`src/decode_cfg.svh`:
```
`ifndef DECODE_CFG_SVH
`define DECODE_CFG_SVH

//////////////////////////////
// Datapath widths
//////////////////////////////

// Instruction word as delivered by fetch
`define DEC_INSTR_W     32
// Architectural register value
`define DEC_DATA_W      32
// Number of architectural registers
`define DEC_NUM_REGS    32
// Reorder-buffer ticket, 16 entries in flight
`define DEC_ROB_W       4
`define DEC_PC_W        32
`define DEC_OPC_W       7
// Immediate of ADDI and the memory ops
`define DEC_OFFSET_W    15

//////////////////////////////
// Instruction fields
//////////////////////////////

`define DEC_OPC_RANGE   31:25
`define DEC_RD_RANGE    24:20
`define DEC_RA_RANGE    19:15
// rb and offset overlap, the opcode tells which one is meant
`define DEC_RB_RANGE    14:10
`define DEC_OFF_RANGE   14:0

// Supported opcodes, every other value decodes as illegal
`define DEC_OP_ADD      7'h00
`define DEC_OP_SUB      7'h01
`define DEC_OP_MUL      7'h02
`define DEC_OP_ADDI     7'h03
`define DEC_OP_LDW      7'h11
`define DEC_OP_STW      7'h13
`define DEC_OP_NOP      7'h7f

`endif

```
`src/decode_pkg.sv`:
```
`include "decode_cfg.svh"

package decode_pkg;

    // Register index, sized from the register count
    typedef logic [$clog2(`DEC_NUM_REGS)-1:0] reg_addr_t;
    // Register value
    typedef logic [`DEC_DATA_W-1:0]           reg_data_t;
    // Reorder-buffer ticket, also used as instruction id
    typedef logic [`DEC_ROB_W-1:0]            rob_id_t;
    typedef logic [`DEC_OPC_W-1:0]            opcode_t;

    // Request towards the ALU pipe
    // Also carries illegal instructions so the ROB can retire them
    typedef struct packed {
        opcode_t                   opcode;
        reg_addr_t                 rd;
        reg_data_t                 ra_data;
        reg_data_t                 rb_data;
        logic [`DEC_OFFSET_W-1:0]  offset;
        rob_id_t                   ticket_src1;
        logic                      blocks_src1;
        rob_id_t                   ticket_src2;
        logic                      blocks_src2;
        logic                      illegal;
        rob_id_t                   id;
        logic [`DEC_PC_W-1:0]      pc;
    } alu_req_t;

    // Request towards the MUL pipe
    // Only one operation, so no opcode, offset or illegal flag
    typedef struct packed {
        reg_addr_t                 rd;
        reg_data_t                 ra_data;
        reg_data_t                 rb_data;
        rob_id_t                   ticket_src1;
        logic                      blocks_src1;
        rob_id_t                   ticket_src2;
        logic                      blocks_src2;
        rob_id_t                   id;
        logic [`DEC_PC_W-1:0]      pc;
    } mul_req_t;

endpackage

```
`src/decode_ifs.sv`:
```
`include "decode_cfg.svh"

//////////////////////////////
// Write-back port
//////////////////////////////

// One result per cycle from the execute stages, no handshake
interface wb_if;
    import decode_pkg::*;

    logic       en;
    reg_addr_t  dest;
    reg_data_t  data;
    rob_id_t    id;

    modport sink (input en, dest, data, id);
endinterface

//////////////////////////////
// Decoded instruction
//////////////////////////////

interface dec_if;
    import decode_pkg::*;

    opcode_t                   opcode;
    reg_addr_t                 rd;
    reg_addr_t                 ra;
    // Second read address, rd for stores
    reg_addr_t                 rs2;
    logic                      uses_src1;
    logic                      uses_src2;
    logic                      writes_rd;
    logic [`DEC_OFFSET_W-1:0]  offset;
    logic                      illegal;
    // Instruction leaves fetch this cycle
    logic                      accept;
    logic                      route_alu;
    logic                      route_mul;

    modport source (output opcode, rd, ra, rs2, uses_src1, uses_src2, writes_rd,
                    offset, illegal, accept, route_alu, route_mul);
    modport sink   (input opcode, rd, ra, rs2, uses_src1, uses_src2, writes_rd,
                    offset, illegal, accept, route_alu, route_mul);
endinterface

```
`src/instr_decoder.sv`:
```
`include "decode_cfg.svh"

module instr_decoder
(
    input  logic [`DEC_INSTR_W-1:0]  instr,
    input  logic                     fetch_valid,
    input  logic                     stall,
    dec_if.source                    dec
);
    import decode_pkg::*;

    opcode_t  opc;
    logic     is_mul;

    assign opc    = instr[`DEC_OPC_RANGE];
    assign is_mul = (opc == `DEC_OP_MUL);

    //////////////////////////////
    // Field extraction
    //////////////////////////////

    assign dec.opcode = opc;
    assign dec.rd     = instr[`DEC_RD_RANGE];
    assign dec.ra     = instr[`DEC_RA_RANGE];
    assign dec.offset = instr[`DEC_OFF_RANGE];
    // Stores read the data register through the second port
    assign dec.rs2    = (opc == `DEC_OP_STW) ? instr[`DEC_RD_RANGE] : instr[`DEC_RB_RANGE];

    //////////////////////////////
    // Opcode classification
    //////////////////////////////

    always_comb
    begin
        // Default is a NOP, nothing read and nothing written
        dec.uses_src1 = 1'b0;
        dec.uses_src2 = 1'b0;
        dec.writes_rd = 1'b0;
        dec.illegal   = 1'b0;
        case (opc)
            `DEC_OP_ADD, `DEC_OP_SUB, `DEC_OP_MUL:
            begin
                dec.uses_src1 = 1'b1;
                dec.uses_src2 = 1'b1;
                dec.writes_rd = 1'b1;
            end
            // Base register plus immediate
            `DEC_OP_LDW, `DEC_OP_ADDI:
            begin
                dec.uses_src1 = 1'b1;
                dec.writes_rd = 1'b1;
            end
            // Address from ra, data from rd
            `DEC_OP_STW:
            begin
                dec.uses_src1 = 1'b1;
                dec.uses_src2 = 1'b1;
            end
            `DEC_OP_NOP:
            begin
                dec.illegal = 1'b0;
            end
            default:
            begin
                dec.illegal = 1'b1;
            end
        endcase
    end

    // Accept and route, illegal ops travel the ALU path
    assign dec.accept    = fetch_valid & ~stall;
    assign dec.route_mul = dec.accept & is_mul;
    assign dec.route_alu = dec.accept & ~is_mul;

endmodule

```
`src/reg_file.sv`:
```
`include "decode_cfg.svh"

module reg_file
(
    input  logic                  clock,
    input  logic                  rst_n,
    dec_if.sink                   dec,
    wb_if.sink                    wb,
    output decode_pkg::reg_data_t ra_data,
    output decode_pkg::reg_data_t rb_data
);
    import decode_pkg::*;

    reg_data_t  regs [`DEC_NUM_REGS];

    //////////////////////////////
    // Write port
    //////////////////////////////

    always_ff @(posedge clock)
    begin
        if (!rst_n)
        begin
            for (int i = 0; i < `DEC_NUM_REGS; i++)
            begin
                regs[i] <= '0;
            end
        end
        else if (wb.en)
        begin
            regs[wb.dest] <= wb.data;
        end
    end

    //////////////////////////////
    // Read ports
    //////////////////////////////

    // A write-back in the same cycle is forwarded ahead of the array
    assign ra_data = (wb.en && (wb.dest == dec.ra))  ? wb.data : regs[dec.ra];
    // Second port already carries rd for stores
    assign rb_data = (wb.en && (wb.dest == dec.rs2)) ? wb.data : regs[dec.rs2];

endmodule

```
`src/scoreboard.sv`:
```
`include "decode_cfg.svh"

module scoreboard
(
    input  logic                 clock,
    input  logic                 rst_n,
    input  logic                 flush_rob,
    dec_if.sink                  dec,
    wb_if.sink                   wb,
    output decode_pkg::rob_id_t  tail,
    output decode_pkg::rob_id_t  ticket_src1,
    output decode_pkg::rob_id_t  ticket_src2,
    output logic                 blocks_src1,
    output logic                 blocks_src2
);
    import decode_pkg::*;

    // One bit per register, set while a producer is in flight
    logic [`DEC_NUM_REGS-1:0]  blocked;
    // Ticket of the youngest producer of each register
    rob_id_t                   tickets [`DEC_NUM_REGS];
    rob_id_t                   tail_q;
    logic                      set_rd;
    logic                      wb_hit;

    // New producer enters the window
    assign set_rd = dec.accept & dec.writes_rd;
    // Result of the youngest producer comes back
    assign wb_hit = wb.en & (tickets[wb.dest] == wb.id);

    //////////////////////////////
    // Source lookup
    //////////////////////////////

    assign ticket_src1 = tickets[dec.ra];
    assign ticket_src2 = tickets[dec.rs2];

    // A matching write-back this cycle means the value is already on the bypass
    assign blocks_src1 = dec.uses_src1 & blocked[dec.ra]
                       & ~(wb.en & (wb.id == tickets[dec.ra]));
    assign blocks_src2 = dec.uses_src2 & blocked[dec.rs2]
                       & ~(wb.en & (wb.id == tickets[dec.rs2]));

    //////////////////////////////
    // Blocked bits and tail
    //////////////////////////////

    always_ff @(posedge clock)
    begin
        if (!rst_n || flush_rob)
        begin
            blocked <= '0;
            tail_q  <= '0;
        end
        else
        begin
            if (wb_hit)
            begin
                blocked[wb.dest] <= 1'b0;
            end
            // Written after the clear so a new producer wins
            if (set_rd)
            begin
                blocked[dec.rd] <= 1'b1;
            end
            if (dec.accept)
            begin
                tail_q <= tail_q + 1'b1;
            end
        end
    end

    // Tickets only matter while blocked, flush_rob leaves them alone
    always_ff @(posedge clock)
    begin
        if (!rst_n)
        begin
            for (int i = 0; i < `DEC_NUM_REGS; i++)
            begin
                tickets[i] <= '0;
            end
        end
        else if (set_rd)
        begin
            tickets[dec.rd] <= tail_q;
        end
    end

    assign tail = tail_q;

endmodule

```
`src/issue_reg.sv`:
```
`include "decode_cfg.svh"

module issue_reg
#(
    parameter type payload_t = logic
)
(
    input  logic      clock,
    input  logic      rst_n,
    input  logic      flush,
    input  logic      load,
    input  payload_t  payload_in,
    output logic      valid,
    output payload_t  payload
);

    logic      valid_q;
    payload_t  payload_q;

    // Valid follows load every cycle, a flush kills it
    always_ff @(posedge clock)
    begin
        if (!rst_n || flush)
        begin
            valid_q <= 1'b0;
        end
        else
        begin
            valid_q <= load;
        end
    end

    // Payload only moves with a new request
    always_ff @(posedge clock)
    begin
        if (load)
        begin
            payload_q <= payload_in;
        end
    end

    // Request in flight is dropped as soon as flush is seen
    assign valid   = valid_q & ~flush;
    assign payload = payload_q;

endmodule

```
`src/decode_top.sv`:
```
`include "decode_cfg.svh"

module decode_top
(
    input  logic                     clock,
    input  logic                     rst_n,
    // Pipeline control
    input  logic                     stall,
    input  logic                     flush,
    input  logic                     flush_rob,
    // From fetch
    input  logic                     fetch_valid,
    input  logic [`DEC_INSTR_W-1:0]  fetch_instr,
    input  logic [`DEC_PC_W-1:0]     fetch_pc,
    // Write-back from execute
    input  logic                     wb_en,
    input  decode_pkg::reg_addr_t    wb_dest,
    input  decode_pkg::reg_data_t    wb_data,
    input  decode_pkg::rob_id_t      wb_id,
    // Issue side
    output logic                     alu_valid,
    output decode_pkg::alu_req_t     alu_req,
    output logic                     mul_valid,
    output decode_pkg::mul_req_t     mul_req
);
    import decode_pkg::*;

    wb_if       wb ();
    dec_if      dec ();
    reg_data_t  ra_data;
    reg_data_t  rb_data;
    rob_id_t    tail;
    rob_id_t    ticket_src1;
    rob_id_t    ticket_src2;
    logic       blocks_src1;
    logic       blocks_src2;
    alu_req_t   alu_next;
    mul_req_t   mul_next;

    assign wb.en   = wb_en;
    assign wb.dest = wb_dest;
    assign wb.data = wb_data;
    assign wb.id   = wb_id;

    //////////////////////////////
    // Decode and operand stage
    //////////////////////////////

    instr_decoder u_decoder (.instr(fetch_instr), .fetch_valid(fetch_valid), .stall(stall),
                             .dec(dec));

    reg_file u_reg_file (.clock(clock), .rst_n(rst_n), .dec(dec), .wb(wb),
                         .ra_data(ra_data), .rb_data(rb_data));

    scoreboard u_scoreboard (.clock(clock), .rst_n(rst_n), .flush_rob(flush_rob),
                             .dec(dec), .wb(wb), .tail(tail),
                             .ticket_src1(ticket_src1), .ticket_src2(ticket_src2),
                             .blocks_src1(blocks_src1), .blocks_src2(blocks_src2));

    //////////////////////////////
    // Request assembly
    //////////////////////////////

    // Id is the tail before this instruction bumps it
    assign alu_next = '{opcode: dec.opcode, rd: dec.rd, ra_data: ra_data, rb_data: rb_data,
                        offset: dec.offset, ticket_src1: ticket_src1,
                        blocks_src1: blocks_src1, ticket_src2: ticket_src2,
                        blocks_src2: blocks_src2, illegal: dec.illegal, id: tail,
                        pc: fetch_pc};
    assign mul_next = '{rd: dec.rd, ra_data: ra_data, rb_data: rb_data,
                        ticket_src1: ticket_src1, blocks_src1: blocks_src1,
                        ticket_src2: ticket_src2, blocks_src2: blocks_src2, id: tail,
                        pc: fetch_pc};

    // One cycle to the execute pipes
    issue_reg #(.payload_t(alu_req_t)) alu_issue (.clock(clock), .rst_n(rst_n), .flush(flush),
        .load(dec.route_alu), .payload_in(alu_next), .valid(alu_valid), .payload(alu_req));

    issue_reg #(.payload_t(mul_req_t)) mul_issue (.clock(clock), .rst_n(rst_n), .flush(flush),
        .load(dec.route_mul), .payload_in(mul_next), .valid(mul_valid), .payload(mul_req));

endmodule

```
`config.mk`:
```
export PLATFORM = sky130hd
export DESIGN_NAME = decode_top
export DESIGN_NICKNAME = d
export VERILOG_FILES = /design/src/decode_pkg.sv /design/src/decode_ifs.sv /design/src/instr_decoder.sv /design/src/reg_file.sv /design/src/scoreboard.sv /design/src/issue_reg.sv /design/src/decode_top.sv
export VERILOG_INCLUDE_DIRS = /design/src
export SDC_FILE = /design/constraint.sdc
export NUM_CORES = 2
export LEC_CHECK = 0
export BUFFER_PORTS_ARGS = -buffer_cell sky130_fd_sc_hd__buf_2
export CORE_MARGIN = 5
export CORE_UTILIZATION = 34
export CTS_CLUSTER_DIAMETER = 50
export DETAILED_ROUTE_END_ITERATION = 10
export PLACE_DENSITY_LB_ADDON = 0.1
export SYNTH_ARGS = -nofsm -noshare
export SYNTH_HDL_FRONTEND = slang
export SYNTH_SLANG_ARGS = --single-unit
```
`constraint.sdc`:
```
create_clock -name clock -period 8.65 [get_ports clock]
set_input_delay 1.2975 -clock clock [delete_from_list [all_inputs] [get_ports clock]]
set_output_delay 1.2975 -clock clock [all_outputs]
set_load 0.01 [all_outputs]
```
==> flow_metrics.env <==
export IMPL_highest_layer="met5"
export IMPL_worst_ep_required_time_ps=9250
export IMPL_synthMostInstantiatedCell="edfxtp_1"
export IMPL_timing_critical_path_fanout_max=156
export IMPL_async_reset_ff_frac=0
export IMPL_gr_usage_all_layers=0.2605
export IMPL_drive_gt1_frac=0.2231
export IMPL_postSynthRegisterBits=1443
export IMPL_start_util=0.3412
export IMPL_syn_num_nets=5887
export IMPL_worstSkewPairLatency_ps=860
export IMPL_largest_vdd_supply_drop_mv=0.2367
export IMPL_clkTransAtPathRegs_ps=60
export IMPL_setup_worst_path_start_class="input pin"
export IMPL_dp_hpwl_um=169400
export IMPL_netlist_area_um2=74910
export IMPL_fin_max_slew_vios=0
export IMPL_syn_avg_cell_area_um2=12.97
export IMPL_setup_worst_path_class="in -> reg"
export IMPL_post_cts_buffers=0
export IMPL_power_density_nw_per_um2=211.0
export IMPL_syn_inst=5774
export IMPL_synth_top_area_frac=0.5632
export IMPL_synth_seq_area_share=0.5734
export IMPL_cts_tree="built"
export IMPL_utilization=0.3930
export IMPL_io_buffers=366
export IMPL_detail_route_wl_per_cell_um=34.38
export IMPL_drtAntennaViolNets=0
export IMPL_cts_hold_fix_buffers=0
export IMPL_synthesis_yosys_warnings=0
export IMPL_number_of_failing_hold_endpoints_at_the_final_stage=0
export IMPL_gp_congestion=0.8397
export IMPL_die_w_um=479.4
export IMPL_drtIter0Drc=6809
export IMPL_fin_skew_ps=33.34
export IMPL_maxCapViolations=0
export IMPL_cts_root_buf="clkbuf_16"
export IMPL_cts_resized=0
export IMPL_die_height_um=479.4
export IMPL_ys_flop_type="edfxtp_1"
export IMPL_drcViolationCount=0
export IMPL_n_fill_cell=20520
export IMPL_floorplan_die_area_um2=229800
export IMPL_holdWs_ps=523.3
export IMPL_fmax_mhz=181.6
export IMPL_design_final_nets=5979
export IMPL_fin_crit_sh=0.6364
export IMPL_synthTopCellsByCount="edfxtp_1, and2_1, nand2_1, clkbuf_1, mux4_2"
export IMPL_via_count_of_the_first_global_routing_pass=51490
export IMPL_io_pins=367
export IMPL_drt_pre_antenna_iters=6
export IMPL_worst_slew_pin_slew_ps=1307
export IMPL_synth_area_leaders="edfxtp_1, mux4_2, and2_1, nand2_1, a311oi_1"
export IMPL_route_vias_total=52950
export IMPL_reg2reg_setup_slack_ps=5180
export IMPL_run_status="finished, final reports clean"
export IMPL_tritoncts_num_buffers=187
export IMPL_endpoint_kind="flip-flop"
export IMPL_core_rowCount=172
export IMPL_grt_first_pass_wirelength_um=423600
export IMPL_synth_largest_area_cell="edfxtp_1"
export IMPL_report_final_setup_viol=0
export IMPL_core_area_um2=219500
export IMPL_power_leakage_nw=29.83
export IMPL_finalWirelength_um=306600
export IMPL_min_delay_path_class="reg -> reg"
export IMPL_syn_to_final_growth_pct=15.18
export IMPL_finalPower_w=0.01820
export IMPL_route_met3_wl_um=23770
export IMPL_fin_crit_ps=5505
export IMPL_cts_buffer_depth=3
export IMPL_final_setup_tns_ps=0
export IMPL_post_detailed_route_via_to_cell_ratio=5.937
export IMPL_globalRoute_totalOverflow=0
export IMPL_cp_arrival_ps=6110
export IMPL_synth_edff_count=1405
export IMPL_worst_slew_margin=0.1193
export IMPL_clock_tree_htree_level_count=4
export IMPL_met1_length_um=130900
export IMPL_grt_setup_unrepaired="false"
export IMPL_cts_sinks=1443
export IMPL_maximum_number_of_pins_on_one_net_before_global_route_repair=157
export IMPL_synthDistinctLibCells=70
export IMPL_dr_wl_met2_um=139600
export IMPL_grt_antenna_before_repair=32
## path summary, 6_finish.rpt
kind                                        startpoint                                   to  cells after the start
max                                    fetch_instr[29]      mul_issue.payload[61]$_DFFE_PP_                     11
min                u_scoreboard.blocked[10]$_SDFF_PP0_  u_scoreboard.blocked[10]$_SDFF_PP0_                      1
max reg2reg  u_scoreboard.tickets[30][3]$_SDFFCE_PN0P_  u_scoreboard.blocked[18]$_SDFF_PP0_                      9
min reg2reg        u_scoreboard.blocked[10]$_SDFF_PP0_  u_scoreboard.blocked[10]$_SDFF_PP0_                      1
## metal layers
| layer | track usage | vias up |
|---|---|---|
| met3 | 0.04249 | 570 |
| met2 | 0.4042 | 2806 |
| met4 | 0.1047 | 2 |
| met5 | 0 | - |
| li1 | - | 22050 |
| met1 | 0.3658 | 27520 |
## area by class of cell
class	instances	area, um2	area share
repair buffers	504	3143	0.03643
clock inverters	124	1371	0.01589
inverters	11	41.29	0.0004786
diodes	25	62.56	0.0007251
multi-input cells	3719	30170	0.3497
flip-flops and latches	1443	42950	0.4978
clock buffers	222	4947	0.05734
well taps	2871	3592	0.04164
## registers in the layout (all words and copies together) (netlist names)
| register | count |
|---|---|
| mul_issue.payload | 115 |
| alu_issue.valid_q | 1 |
| mul_issue.valid_q | 1 |
| u_scoreboard.tickets | 128 |
| u_scoreboard.blocked | 32 |
| u_scoreboard.tail | 4 |
| u_reg_file.regs | 1024 |
| alu_issue.payload | 138 |
## stage by stage
| step | cells | setup slack, ps | instance area, um2 |
|---|---|---|---|
| 6_report | 8919 | 3145 | 86280 |
| 5_1_grt | 8896 | 3112 | 86220 |
| 4_1_cts | 8894 | 3338 | 86210 |
| 3_5_place_dp | 8548 | 2444 | 79890 |
| 3_3_place_gp | 8548 | 2496 | 79890 |
| 2_1_floorplan | 5774 | 2462 | 74910 |
## worst max-delay path: stages
cell and delay, ps:
buf_2 180, and3_1 700, nand3_4 600, nand2_4 870, buf_12 680, a211oi_1 180, a311oi_1 320, a311oi_1 90
nor3_1 510, a21oi_1 90, o21ai_0 390
## cell families (layout without fill, tap and decap cells)
group	after synthesis	count (layout)	share of synthesized area
and+or+nand+nor	2368	2368	0.1660
other	0	25	0
AOI/OAI and AO/OA	702	702	0.06797
buffers and inverters	612	861	0.03349
adders and majority gates	1	1	0.0001670
muxes	624	624	0.1562
DFF	1443	1443	0.5734
xor gates and xnor gates	24	24	0.002806
## placed cells by master, fill, tap and decap left out, drive strengths merged, types with 4 or more instances in the layout
master,n
edfxtp,1405
and3,163
nand3,163
and3b,5
o22ai,8
clkbuf,222
nand4,8
bufinv,20
nand2,682
nor3b,4
xor2,11
a22oi,21
a211oi,168
nor3,79
a32o,24
a31oi,10
nand2b,14
clkinv,63
mux2i,182
mux4,435
dfxtp,38
xnor2,13
o31ai,11
mux2,7
inv,31
a311oi,209
a21boi,4
o211ai,10
o21ai,141
and2,1028
clkinvlp,21
a21oi,79
diode,25
a2111oi,4
nor2,189
buf,504
nor4,11
nor2b,6
## power breakdown
group          switching, W  total [W]  leakage (nW)  internal, W
Combinational       0.00127    0.00195          13.1     0.000681
Clock               0.00331    0.00803          3.04      0.00472
Sequential         0.000185    0.00822          13.7      0.00804
Power figures use the tool's default switching activity.
